<file path="config.mk">
export PLATFORM = sky130hd
export DESIGN_NAME = cache_top
export DESIGN_NICKNAME = d
export VERILOG_FILES = /design/src/cache_pkg.sv /design/src/cache_tag_store.sv /design/src/cache_meta_store.sv /design/src/cache_way_select.sv /design/src/cache_stage1.sv /design/src/cache_data_store.sv /design/src/cache_top.sv
export VERILOG_INCLUDE_DIRS = /design/src
export SDC_FILE = /design/constraint.sdc
export NUM_CORES = 2
export LEC_CHECK = 0
export BUFFER_PORTS_ARGS = -buffer_cell sky130_fd_sc_hd__buf_2
export CELL_PAD_IN_SITES_DETAIL_PLACEMENT = 1
export CELL_PAD_IN_SITES_GLOBAL_PLACEMENT = 1
export CORE_MARGIN = 5
export CORE_UTILIZATION = 35
export CTS_CLUSTER_SIZE = 8
export DETAILED_ROUTE_END_ITERATION = 10
export PLACE_DENSITY_LB_ADDON = 0.1
export RECOVER_POWER = 25
export SLEW_MARGIN = 20
export SYNTH_ARGS = -nofsm -noshare
export SYNTH_HDL_FRONTEND = slang
export SYNTH_HIERARCHICAL = 1
export SYNTH_SLANG_ARGS = --single-unit
</file>
<file path="constraint.sdc">
create_clock -name clk -period 59.6 [get_ports clk]
set_input_delay 11.92 -clock clk [delete_from_list [all_inputs] [get_ports clk]]
set_output_delay 11.92 -clock clk [all_outputs]
set_load 0.01 [all_outputs]
</file>
<file path="src/cache_settings.svh">
`ifndef CACHE_SETTINGS_SVH
`define CACHE_SETTINGS_SVH

// Cache geometry
`define CACHE_WAYS 4
`define CACHE_SETS 4

// Physical address split into tag, index and offset
`define CACHE_ADDR_BITS 15
`define CACHE_TAG_BITS 9
`define CACHE_INDEX_BITS 2
`define CACHE_OFFSET_BITS 4

// One line is 16 bytes
`define CACHE_LINE_BITS 128

`endif

</file>
<file path="src/cache_pkg.sv">
`default_nettype none

`include "cache_settings.svh"

package cache_pkg;

    typedef logic [`CACHE_TAG_BITS-1:0]   cache_tag_t;
    typedef logic [`CACHE_INDEX_BITS-1:0] cache_index_t;
    typedef logic [1:0]                   cache_way_t;
    typedef logic [`CACHE_WAYS-1:0]       cache_ways_t;
    typedef logic [1:0]                   cache_age_t;

    // Field view of a physical address
    typedef struct packed {
        cache_tag_t                     tag;
        cache_index_t                   index;
        logic [`CACHE_OFFSET_BITS-1:0]  offset;
    } cache_addr_fields_t;

    // Lookup reads the fields, write-back sends the raw word
    typedef union packed {
        logic [`CACHE_ADDR_BITS-1:0] raw;
        cache_addr_fields_t          f;
    } cache_addr_u;

endpackage

`default_nettype wire

</file>
<file path="src/cache_tag_store.sv">
`timescale 1ns/1ps
`default_nettype none

`include "cache_settings.svh"

module cache_tag_store import cache_pkg::*; (
    input  logic                                      clk,
    input  cache_index_t                              index,
    input  cache_tag_t                                tag_in,
    input  logic                                      tag_we,
    input  cache_way_t                                tag_way,
    output cache_ways_t                               tag_match,
    output logic [`CACHE_WAYS*`CACHE_TAG_BITS-1:0]    victim_tag_all
);

    cache_tag_t tags_q [`CACHE_SETS][`CACHE_WAYS];

    // Only a fill writes a tag
    always_ff @(posedge clk) begin
        if (tag_we) begin
            tags_q[index][tag_way] <= tag_in;
        end
    end

    // Raw compare of all ways before the valid bits are applied
    always_comb begin
        for (int w = 0; w < `CACHE_WAYS; w++) begin
            tag_match[w] = (tags_q[index][w] == tag_in);
        end
    end

    always_comb begin
        for (int w = 0; w < `CACHE_WAYS; w++) begin
            victim_tag_all[w*`CACHE_TAG_BITS +: `CACHE_TAG_BITS] = tags_q[index][w];
        end
    end

endmodule

`default_nettype wire

</file>
<file path="src/cache_meta_store.sv">
`timescale 1ns/1ps
`default_nettype none

`include "cache_settings.svh"

module cache_meta_store import cache_pkg::*; (
    input  logic                            clk,
    input  logic                            rst,
    input  cache_index_t                    index,
    input  logic                            upd,
    input  cache_way_t                      upd_way,
    input  logic                            set_valid,
    input  logic                            set_dirty,
    input  logic                            clr_dirty,
    output cache_ways_t                     valid_bits,
    output cache_ways_t                     dirty_bits,
    output cache_age_t [`CACHE_WAYS-1:0]    ages
);

    cache_ways_t                    valid_q [`CACHE_SETS];
    cache_ways_t                    dirty_q [`CACHE_SETS];
    cache_age_t [`CACHE_WAYS-1:0]   age_q   [`CACHE_SETS];
    cache_age_t                     used_age;

    // An invalid way counts as the oldest, so that filling an empty
    // set builds up a full 0..3 age order
    assign used_age = valid_q[index][upd_way] ? age_q[index][upd_way] : '1;

    always_ff @(posedge clk) begin
        if (rst) begin
            for (int s = 0; s < `CACHE_SETS; s++) begin
                valid_q[s] <= '0;
                dirty_q[s] <= '0;
                age_q[s]   <= '0;
            end
        end else if (upd) begin
            for (int w = 0; w < `CACHE_WAYS; w++) begin
                if (cache_way_t'(w) == upd_way) begin
                    age_q[index][w] <= '0;
                end else if (age_q[index][w] < used_age) begin
                    age_q[index][w] <= age_q[index][w] + 1'b1;
                end
            end
            if (set_valid) begin
                valid_q[index][upd_way] <= 1'b1;
            end
            if (set_dirty) begin
                dirty_q[index][upd_way] <= 1'b1;
            end else if (clr_dirty) begin
                dirty_q[index][upd_way] <= 1'b0;
            end
        end
    end

    assign valid_bits = valid_q[index];
    assign dirty_bits = dirty_q[index];
    assign ages       = age_q[index];

endmodule

`default_nettype wire

</file>
<file path="src/cache_way_select.sv">
`timescale 1ns/1ps
`default_nettype none

`include "cache_settings.svh"

module cache_way_select import cache_pkg::*; (
    input  cache_ways_t                     tag_match,
    input  cache_ways_t                     valid_bits,
    input  cache_ways_t                     dirty_bits,
    input  cache_age_t [`CACHE_WAYS-1:0]    ages,
    input  logic                            req_valid,
    input  logic                            is_fill,
    input  logic                            mshr_full,
    output cache_way_t                      way,
    output logic                            hit,
    output logic                            miss,
    output logic                            stall,
    output logic                            victim_dirty
);

    cache_ways_t hits_v;
    cache_way_t  hit_way;
    cache_way_t  victim_way;
    logic        any_hit;

    assign hits_v  = tag_match & valid_bits;
    assign any_hit = |hits_v;

    always_comb begin
        hit_way = '0;
        for (int w = `CACHE_WAYS - 1; w >= 0; w--) begin
            if (hits_v[w]) begin
                hit_way = cache_way_t'(w);
            end
        end
    end

    // Oldest way first, then the lowest invalid way takes priority
    always_comb begin
        victim_way = '0;
        for (int w = 0; w < `CACHE_WAYS; w++) begin
            if (ages[w] == '1) begin
                victim_way = cache_way_t'(w);
            end
        end
        for (int w = `CACHE_WAYS - 1; w >= 0; w--) begin
            if (!valid_bits[w]) begin
                victim_way = cache_way_t'(w);
            end
        end
    end

    assign way          = is_fill ? victim_way : hit_way;
    assign victim_dirty = valid_bits[victim_way] & dirty_bits[victim_way];

    // Fills never hit and never stall
    assign hit   = req_valid & ~is_fill & any_hit;
    assign miss  = req_valid & ~is_fill & ~any_hit;
    assign stall = miss & mshr_full;

endmodule

`default_nettype wire

</file>
<file path="src/cache_stage1.sv">
`timescale 1ns/1ps
`default_nettype none

`include "cache_settings.svh"

module cache_stage1 import cache_pkg::*; (
    input  logic                          clk,
    input  logic                          rst,
    input  logic                          valid_in,
    input  logic                          rd,
    input  logic                          wr,
    input  logic                          fill,
    input  cache_addr_u                   paddr,
    input  logic [`CACHE_LINE_BITS-1:0]   data_in,
    input  logic [`CACHE_LINE_BITS-1:0]   mask_in,
    input  logic                          mshr_full,
    output logic                          hit,
    output logic                          miss,
    output logic                          stall,
    output logic                          s2_valid,
    output logic                          s2_write,
    output logic                          s2_fill,
    output logic                          s2_hit,
    output cache_index_t                  s2_index,
    output cache_way_t                    s2_way,
    output logic [`CACHE_LINE_BITS-1:0]   s2_data,
    output logic [`CACHE_LINE_BITS-1:0]   s2_mask,
    output logic                          s2_evict,
    output cache_tag_t                    s2_victim_tag
);

    cache_index_t                               index;
    cache_tag_t                                 tag;
    cache_ways_t                                tag_match;
    cache_ways_t                                valid_bits;
    cache_ways_t                                dirty_bits;
    cache_age_t [`CACHE_WAYS-1:0]               ages;
    logic [`CACHE_WAYS*`CACHE_TAG_BITS-1:0]     victim_tag_all;
    cache_way_t                                 way;
    cache_tag_t                                 victim_tag;
    logic                                       victim_dirty;
    logic                                       accept;

    assign index  = paddr.f.index;
    assign tag    = paddr.f.tag;
    assign accept = valid_in & ~stall;

    // Stored tag of the chosen way, used as the write-back address
    assign victim_tag = victim_tag_all[way*`CACHE_TAG_BITS +: `CACHE_TAG_BITS];

    cache_tag_store u_tag_store (
        .clk            (clk),
        .index          (index),
        .tag_in         (tag),
        .tag_we         (accept & fill),
        .tag_way        (way),
        .tag_match      (tag_match),
        .victim_tag_all (victim_tag_all)
    );

    cache_meta_store u_meta_store (
        .clk        (clk),
        .rst        (rst),
        .index      (index),
        .upd        (accept & (hit | fill)),
        .upd_way    (way),
        .set_valid  (fill),
        .set_dirty  (wr & hit),
        .clr_dirty  (fill),
        .valid_bits (valid_bits),
        .dirty_bits (dirty_bits),
        .ages       (ages)
    );

    cache_way_select u_way_select (
        .tag_match    (tag_match),
        .valid_bits   (valid_bits),
        .dirty_bits   (dirty_bits),
        .ages         (ages),
        .req_valid    (valid_in & (rd | wr | fill)),
        .is_fill      (fill),
        .mshr_full    (mshr_full),
        .way          (way),
        .hit          (hit),
        .miss         (miss),
        .stall        (stall),
        .victim_dirty (victim_dirty)
    );

    // Stage register with its flags qualified by the accept every cycle
    always_ff @(posedge clk) begin
        if (rst) begin
            s2_valid <= 1'b0;
            s2_write <= 1'b0;
            s2_fill  <= 1'b0;
            s2_hit   <= 1'b0;
            s2_evict <= 1'b0;
        end else begin
            s2_valid <= accept;
            s2_write <= accept & wr;
            s2_fill  <= accept & fill;
            s2_hit   <= accept & hit;
            s2_evict <= accept & fill & victim_dirty;
        end
    end

    always_ff @(posedge clk) begin
        if (accept) begin
            s2_index      <= index;
            s2_way        <= way;
            s2_data       <= data_in;
            s2_mask       <= mask_in;
            s2_victim_tag <= victim_tag;
        end
    end

endmodule

`default_nettype wire

</file>
<file path="src/cache_data_store.sv">
`timescale 1ns/1ps
`default_nettype none

`include "cache_settings.svh"

module cache_data_store import cache_pkg::*; (
    input  logic                          clk,
    input  logic                          s2_valid,
    input  logic                          s2_write,
    input  logic                          s2_fill,
    input  logic                          s2_hit,
    input  cache_index_t                  s2_index,
    input  cache_way_t                    s2_way,
    input  logic [`CACHE_LINE_BITS-1:0]   s2_data,
    input  logic [`CACHE_LINE_BITS-1:0]   s2_mask,
    input  logic                          s2_evict,
    input  cache_tag_t                    s2_victim_tag,
    output logic                          valid_out,
    output logic                          hit_out,
    output logic [`CACHE_LINE_BITS-1:0]   cache_line,
    output logic                          ex_wb,
    output logic [`CACHE_ADDR_BITS-1:0]   ext_addr
);

    logic [`CACHE_LINE_BITS-1:0] lines_q [`CACHE_SETS][`CACHE_WAYS];
    logic [`CACHE_LINE_BITS-1:0] rd_line;
    cache_addr_u                 wb_addr;

    // Old contents that also serve as the evicted data on a dirty fill
    assign rd_line = lines_q[s2_index][s2_way];

    always_ff @(posedge clk) begin
        if (s2_valid && s2_fill) begin
            lines_q[s2_index][s2_way] <= s2_data;
        end else if (s2_valid && s2_write && s2_hit) begin
            lines_q[s2_index][s2_way] <= (rd_line & ~s2_mask) | (s2_data & s2_mask);
        end
    end

    // Line address of the victim
    always_comb begin
        wb_addr.f.tag    = s2_victim_tag;
        wb_addr.f.index  = s2_index;
        wb_addr.f.offset = '0;
    end

    assign valid_out  = s2_valid;
    assign hit_out    = s2_hit;
    assign ex_wb      = s2_evict;
    assign cache_line = rd_line;
    assign ext_addr   = wb_addr.raw;

endmodule

`default_nettype wire

</file>
<file path="src/cache_top.sv">
`timescale 1ns/1ps
`default_nettype none

`include "cache_settings.svh"

module cache_top import cache_pkg::*; (
    input  logic                          clk,
    input  logic                          rst,
    input  logic                          valid_in,
    input  logic                          rd,
    input  logic                          wr,
    input  logic                          fill,
    input  logic [`CACHE_ADDR_BITS-1:0]   paddr,
    input  logic [`CACHE_LINE_BITS-1:0]   data_in,
    input  logic [`CACHE_LINE_BITS-1:0]   mask_in,
    input  logic                          mshr_full,
    output logic                          hit,
    output logic                          miss,
    output logic                          stall,
    output logic                          valid_out,
    output logic                          hit_out,
    output logic [`CACHE_LINE_BITS-1:0]   cache_line,
    output logic                          ex_wb,
    output logic [`CACHE_ADDR_BITS-1:0]   ext_addr
);

    logic                         s2_valid;
    logic                         s2_write;
    logic                         s2_fill;
    logic                         s2_hit;
    cache_index_t                 s2_index;
    cache_way_t                   s2_way;
    logic [`CACHE_LINE_BITS-1:0]  s2_data;
    logic [`CACHE_LINE_BITS-1:0]  s2_mask;
    logic                         s2_evict;
    cache_tag_t                   s2_victim_tag;

    cache_stage1 u_stage1 (
        .clk           (clk),
        .rst           (rst),
        .valid_in      (valid_in),
        .rd            (rd),
        .wr            (wr),
        .fill          (fill),
        .paddr         (paddr),
        .data_in       (data_in),
        .mask_in       (mask_in),
        .mshr_full     (mshr_full),
        .hit           (hit),
        .miss          (miss),
        .stall         (stall),
        .s2_valid      (s2_valid),
        .s2_write      (s2_write),
        .s2_fill       (s2_fill),
        .s2_hit        (s2_hit),
        .s2_index      (s2_index),
        .s2_way        (s2_way),
        .s2_data       (s2_data),
        .s2_mask       (s2_mask),
        .s2_evict      (s2_evict),
        .s2_victim_tag (s2_victim_tag)
    );

    cache_data_store u_data_store (
        .clk           (clk),
        .s2_valid      (s2_valid),
        .s2_write      (s2_write),
        .s2_fill       (s2_fill),
        .s2_hit        (s2_hit),
        .s2_index      (s2_index),
        .s2_way        (s2_way),
        .s2_data       (s2_data),
        .s2_mask       (s2_mask),
        .s2_evict      (s2_evict),
        .s2_victim_tag (s2_victim_tag),
        .valid_out     (valid_out),
        .hit_out       (hit_out),
        .cache_line    (cache_line),
        .ex_wb         (ex_wb),
        .ext_addr      (ext_addr)
    );

endmodule

`default_nettype wire

</file>
# Word-level counts from Yosys, hierarchy flattened
# Memories as Yosys holds them, arrays and structs flattened. A register that Yosys moved wholly into a read port is not among the register bits.
# Cells that the tools add are included.
totals:
  mem_bits_rw: 2256
  ff_bits: 274
  mem_count: 5
classes:
  addsub: 4
  n_eq_ne: 10
  bitwise_logic: 546
  n_lt_le_gt_ge: 11
  reduce_logical: 11
  multipliers: 1
  n_mux: 617
  n_shift: 1
mem_list:
  columns: ["name", "depth", "word_bits", "rd", "rd_clocked_by_memory_dff", "wr", "line_no", "rtl"]
  rows:
  - ["u_data_store.lines_q", 4, 512, 1, 1, 1, "cache_data_store.sv:25", "logic [`CACHE_LINE_BITS-1:0] lines_q [`CACHE_SETS][`CACHE_WAYS];"]
  - ["u_stage1.u_tag_store.tags_q", 4, 36, 1, 0, 1, "cache_tag_store.sv:16", "cache_tag_t tags_q [`CACHE_SETS][`CACHE_WAYS];"]
  - ["u_stage1.u_meta_store.age_q", 4, 8, 1, 0, 4, "cache_meta_store.sv:22", "cache_age_t [`CACHE_WAYS-1:0] age_q [`CACHE_SETS];"]
  - ["u_stage1.u_meta_store.dirty_q", 4, 4, 1, 0, 4, "cache_meta_store.sv:21", "cache_ways_t dirty_q [`CACHE_SETS];"]
  - ["u_stage1.u_meta_store.valid_q", 4, 4, 1, 0, 4, "cache_meta_store.sv:20", "cache_ways_t valid_q [`CACHE_SETS];"]
ops:
  columns: ["cell", "n"]
  rows:
  - ["$mux 512", 2]
  - ["$mux 1", 572]
  - ["$or 1x1->1", 523]
  - ["$mux 128", 3]
  - ["$and 128x128->128", 2]
  - ["$bmux 128 s2", 1]
  - ["$demux 128 s2", 1]
  - ["$not 128->128", 1]
  - ["$or 128x128->128", 1]
  - ["$mux 2", 21]
  - ["$eq 9x9->1", 4]
  - ["$mux 36", 1]
  - ["$shiftx 36x7->9", 1]
  - ["$mux 4", 8]
  - ["$demux 9 s2", 1]
  - ["$and 1x1->1", 13]
  - ["$reduce_or 4->1", 3]
  - ["$mux 9", 1]
  - ["$add 2x1->2 const B", 4]
  - ["$lt 2x2->1", 4]
  - ["$mux 8", 1]
  - ["$reduce_or 8->1", 1]
  - ["$bmux 1 s2", 3]
  - ["$eq 2x2->1 const B", 3]
  - ["14 further kinds", 26]

# Longest topological paths before layout
# An unclocked memory read counts as a cell.
logic_depth:
  ltp_word: 22
  depth_mapped: 20
  mapped_depth_nobuf: 15

# Modules after synthesis
# Netlist, hierarchy kept.
modules_own_cells:
  columns: ["mod", "n_inst", "area_each_um2", "seq_area_each_um2", "cells_per_inst"]
  rows:
  - ["cache_data_store", 1, 87460.1, 61499.0, 4290]
  - ["cache_stage1", 1, 8469.4, 8177.8, 295]
  - ["cache_tag_store", 1, 5765.5, 4324.1, 274]
  - ["cache_meta_store", 1, 3906.2, 1921.8, 369]
  - ["cache_way_select", 1, 211.5, 0.0, 28]

# Least setup slack after synthesis
# No wires, ideal clock.
synth_path:
  kind: "input to register"
  from: "input paddr[5]"
  to: "memory u_stage1/u_tag_store/tags_q[0][27] (netlist bit) (enable)"
  t_arrival_ns: 27.695
  t_required_ns: 59.213
  setup_ns: 0.387
  setup_slack_ns: 31.518
  path_stages: 14
  path_buffers: 2
  path_cell_list: "buf_2 clkbuf_1 mux4_2 xnor2_1 nand3_1 nor3_2 a22oi_1 nand3_1 nor2_1 and2_1 nor2b_1 and2_1 or3b_1 nor3_1"
synth_via:
  word_cells_on_any_way: 38
  cone_classes: "order compare: 2; eq/ne: 7; mux: 16; bitwise: 8; reduce/logical: 2; memory: 3"
synth_rtl:
  columns: ["element", "line_no", "rtl"]
  rows:
  - ["from (decl)", "cache_top.sv:13", "input logic [`CACHE_ADDR_BITS-1:0] paddr,"]
  - ["$mem_v2 4x36", null, null]
  - ["via u_stage1.victim_tag_all[30]", "cache_stage1.sv:38", "logic [`CACHE_WAYS*`CACHE_TAG_BITS-1:0] victim_tag_all;"]
  - ["$eq 9x9->1", "cache_tag_store.sv:28", "tag_match[w] = (tags_q[index][w] == tag_in);"]
  - ["via u_stage1.tag_match[3]", "cache_stage1.sv:34", "cache_ways_t tag_match;"]
  - ["$and 4x4->4", "cache_way_select.sv:26", "assign hits_v = tag_match & valid_bits;"]
  - ["$reduce_or 4->1", "cache_way_select.sv:27", "assign any_hit = |hits_v;"]
  - ["$not 1->1", "cache_way_select.sv:58", "assign miss = req_valid & ~is_fill & ~any_hit;"]
  - ["$and 1x1->1", "cache_way_select.sv:58", null]
  - ["via miss", "cache_top.sv:18", "output logic miss,"]
  - ["$and 1x1->1", "cache_way_select.sv:59", "assign stall = miss & mshr_full;"]
  - ["via stall", "cache_top.sv:19", "output logic stall,"]
  - ["$not 1->1", "cache_stage1.sv:46", "assign accept = valid_in & ~stall;"]
  - ["$and 1x1->1", "cache_stage1.sv:46", null]
  - ["via u_stage1.accept", "cache_stage1.sv:42", "logic accept;"]
  - ["$and 1x1->1", "cache_stage1.sv:55", ".tag_we (accept & fill),"]
  - ["$mux 1", "cache_tag_store.sv:20", "if (tag_we) begin"]
  - ["$mux 36 (implied by the code)", "cache_tag_store.sv:21", "tags_q[index][tag_way] <= tag_in;"]
  - ["to (decl)", "cache_tag_store.sv:16", null]
# The timed path passes the listed nets, and every way through them passes these cells.

# Worst setup path in the final report
layout_path:
  from: "input paddr[4]"
  to: "output stall"
layout_via:
  elab_chain_len: 7
  word_cells_on_any_way: 11
  cone_classes: "eq/ne: 4; bitwise: 4; reduce/logical: 1; memory: 2"
layout_rtl:
  columns: ["element", "line_no"]
  rows:
  - ["$mem_v2 4x36", null]
  - ["via u_stage1.victim_tag_all[7]", "cache_stage1.sv:38"]
  - ["$eq 9x9->1", "cache_tag_store.sv:28"]
  - ["via u_stage1.tag_match[0]", "cache_stage1.sv:34"]
  - ["$and 4x4->4", "cache_way_select.sv:26"]
  - ["$reduce_or 4->1", "cache_way_select.sv:27"]
  - ["$not 1->1", "cache_way_select.sv:58"]
  - ["$and 1x1->1", "cache_way_select.sv:58"]
  - ["$and 1x1->1", "cache_way_select.sv:59"]
  - ["to (decl)", "cache_top.sv:19"]
# The timed path passes the listed nets, and every way through them passes these cells.

==> flow_metrics.tcl <==
set metrics [dict create \
    num_vias 53700 \
    die_h_um 560 \
    max_freq_ghz 0.0367 \
    final-max-slew-violation-count 1391 \
    status "finished with violations" \
    cp-end-kind "primary output" \
    final_cell_mix "2525 x edfxtp_1, 858 x mux2_2, 564 x mux4_2" \
    crit_path_max_fanout 40 \
    antenna_found_initial 36 \
    leakage_nw 37.6 \
    viasPerCell 5.47 \
    worst_clock_skew_ns 0.0412 \
    placedCellCount 9409 \
    wl_per_cell_um 31.3 \
    htreeDepth 5 \
    cts_made_buffers 355 \
    fin_util 0.404 \
    layout-drive-gt1-share 0.401 \
    final_common_cell "edfxtp_1" \
    die_area_mm2 0.313 \
    clk_pin_slew_ns 0.05 \
    fin_crit_sh 0.458 \
    max_cap_viol_count 34 \
    synth_edf_count 2525 \
    dp_hpwl_mm 170 \
    nNetsFinal 6087 \
    area_growth_pct 14.7 \
    dieWidth_um 560 \
    arrival_ns 15.36 \
    fin_cells 9814 \
    place_congestion 0.730 \
    antenna_left 0 \
    ys_async_sr_fraction 0 \
    ys_seq_area_frac 0.718 \
    clkLatencyLatePin_ns 0.90 \
    tritoncts "yes" \
    grt_pass1_wl_mm 441 \
    finalCriticalPeriod_ns 27.28 \
    worst_pin_slew_ns 10.28 \
    postRouteWirelength_mm 307 \
    drt_iter0_drc 3830 \
    syn_area_per_cell_um2 20.1 \
    violations "capacitance limit, slew limit" \
    cts_resized 0 \
    io_buffers 418 \
    ios 427 \
    synth_seq_cells 2530 \
    core_area_mm2 0.301 \
    synthCells 5256 \
    start_util 0.352 \
    fill_cells 28300 \
    setup_viol 0 \
    ctsHoldBuffers 0 \
    setup-tns-final_ns 0 \
    worst_ep_required_time_ns 47.68 \
    synth_flop_cell "edfxtp_1" \
    syn_area_mm2 0.106 \
    dr.pass1.iters 5 \
    grt_max_degree 182 \
    grt_pass1_vias 59600 \
    fin_area_mm2 0.121 \
    relSlewSlack -5.85 \
    synth-warning-count 6 \
    placed_area_mm2 0.112 \
    min_path_type "reg2reg" \
    cts_root_buffer "clkbuf_16" \
    cts_setup_buffers 0 \
    cts_sinks 2530 \
    cp-start-kind "input pin" \
    track_usage 0.193 \
    synth_cell_types 67 \
    drc_errors 0 \
    vdd_drop_max_uv 22.3 \
    path_class "in2out" \
    hold_viol_final 0 \
    rsz0062_at_grt "no" \
    num_rows 201 \
    grt_overflow 0 \
    power.density_mw_per_mm2 34.1 \
    clockBufferDepth 4 \
]
==> worst max-delay path, cell delays in order <==
cell and delay (ns):
buf_4 0.54, buf_4 0.68, mux4_2 0.65, xnor2_1 0.27, nand4_1 0.15, nor3_2 0.37, nand2_1 0.18, nand3_1 0.12
nor2_1 0.07, and2_1 0.21, buf_2 0.16
==> logic make-up after synthesis <==
logic type,count (synthesis),synth area share
other,1,0.0000354
AOI/OAI and AO/OA,139,0.00921
DFF,2530,0.718
and+or+nand+nor,712,0.0337
xor gates and xnor gates,36,0.00298
muxes,1485,0.218
adders and majority gates,4,0.000390
buffers and inverters,349,0.0182
==> flip-flops by register name, indices dropped and copies added, names as in the netlist, 9 cells and up <==
signal and count:
u_data_store/lines_q 2048, u_stage1/u_tag_store/tags_q 144, u_stage1/s2_data 128, u_stage1/s2_mask 128
u_stage1/u_meta_store/age_q 32, u_stage1/u_meta_store/dirty_q 16, u_stage1/u_meta_store/valid_q 16, u_stage1/s2_victim_tag 9
==> path summary, 6_finish.rpt <==
kind                                            from                      endpoint  slack [ns]  depth (start not counted)
worst max-delay path                        paddr[4]                         stall       32.32                         11
worst min-delay path            u_stage1/s2_data[11]  u_data_store/lines_q[1][395]        0.70                          1
worst max register to register  u_stage1/s2_index[1]  u_data_store/lines_q[2][398]       44.20                          6
worst min register to register  u_stage1/s2_data[11]  u_data_store/lines_q[1][395]        0.70                          1
==> final cells by class <==
type | count | area [µm²] | share of cell area
clock buffer | 378 | 9120 | 0.0751
antenna | 4 | 10.0 | 0.0000824
multi-input combinational | 2380 | 28100 | 0.232
clock inverter | 22 | 360 | 0.00297
inverter | 8 | 30.0 | 0.000247
tap | 3958 | 4950 | 0.0408
sequential | 2530 | 75900 | 0.625
timing repair buffer | 534 | 2910 | 0.0240
==> stage by stage <==
| step | hold slack (ns) | setup WS (ns) | power (mW) |
|---|---|---|---|
| after floorplan | 0.625 | 31.52 | 2.27 |
| after global placement | 0.678 | 32.11 | 2.38 |
| after detailed placement | 0.690 | 32.16 | 2.39 |
| after CTS | 0.703 | 32.16 | 4.21 |
| after global routing | 0.722 | 32.07 | 4.31 |
| final | 0.697 | 32.32 | 4.14 |
==> metal layers <==
| layer | track usage | part of all wire |
|---|---|---|
| met4 | 0.0531 | 0.026 |
| met1 | 0.269 | 0.45 |
| met3 | 0.0267 | 0.043 |
| met2 | 0.318 | 0.48 |
| met5 | 0 | 0.000065 |
==> synth_stat cells, types with 3 or more instances <==
| master | instances | share of area |
|---|---|---|
| mux4_2 | 564 | 0.12 |
| buf_4 | 21 | 0.0015 |
| a21oi_1 | 43 | 0.0020 |
| nand2_1 | 36 | 0.0013 |
| nand2b_1 | 13 | 0.00077 |
| nor3_1 | 535 | 0.025 |
| nor2b_1 | 6 | 0.00035 |
| nand4b_1 | 3 | 0.00025 |
| o211ai_1 | 4 | 0.00028 |
| nand3_1 | 12 | 0.00057 |
| buf_6 | 64 | 0.0068 |
| a21boi_0 | 3 | 0.00021 |
| dfxtp_1 | 5 | 0.00095 |
| maj3_1 | 3 | 0.00028 |
| a31oi_1 | 7 | 0.00041 |
| and2_1 | 10 | 0.00059 |
| nor3_2 | 4 | 0.00038 |
| mux2_1 | 8 | 0.00085 |
| a221oi_1 | 3 | 0.00025 |
| nor2_1 | 61 | 0.0022 |
| o21ai_0 | 9 | 0.00043 |
| buf_2 | 26 | 0.0012 |
| inv_1 | 8 | 0.00028 |
| a22oi_1 | 3 | 0.00021 |
| or2_2 | 13 | 0.00077 |
| a211oi_1 | 22 | 0.0016 |
| nand4_1 | 6 | 0.00035 |
| a21o_1 | 15 | 0.0011 |
| buf_1 | 31 | 0.0011 |
| edfxtp_1 | 2525 | 0.72 |
| mux2i_1 | 6 | 0.00057 |
| or2_1 | 3 | 0.00018 |
| mux2_2 | 907 | 0.097 |
| o22ai_1 | 6 | 0.00035 |
| xnor2_1 | 36 | 0.0030 |
| clkbuf_1 | 196 | 0.0070 |
==> power by group <==
group / switching (mW) / internal, mW
combinational: 0.188 / 0.132
sequential: 0.0220 / 2.00
clock: 0.728 / 1.07
Power figures use the tool's default switching activity.
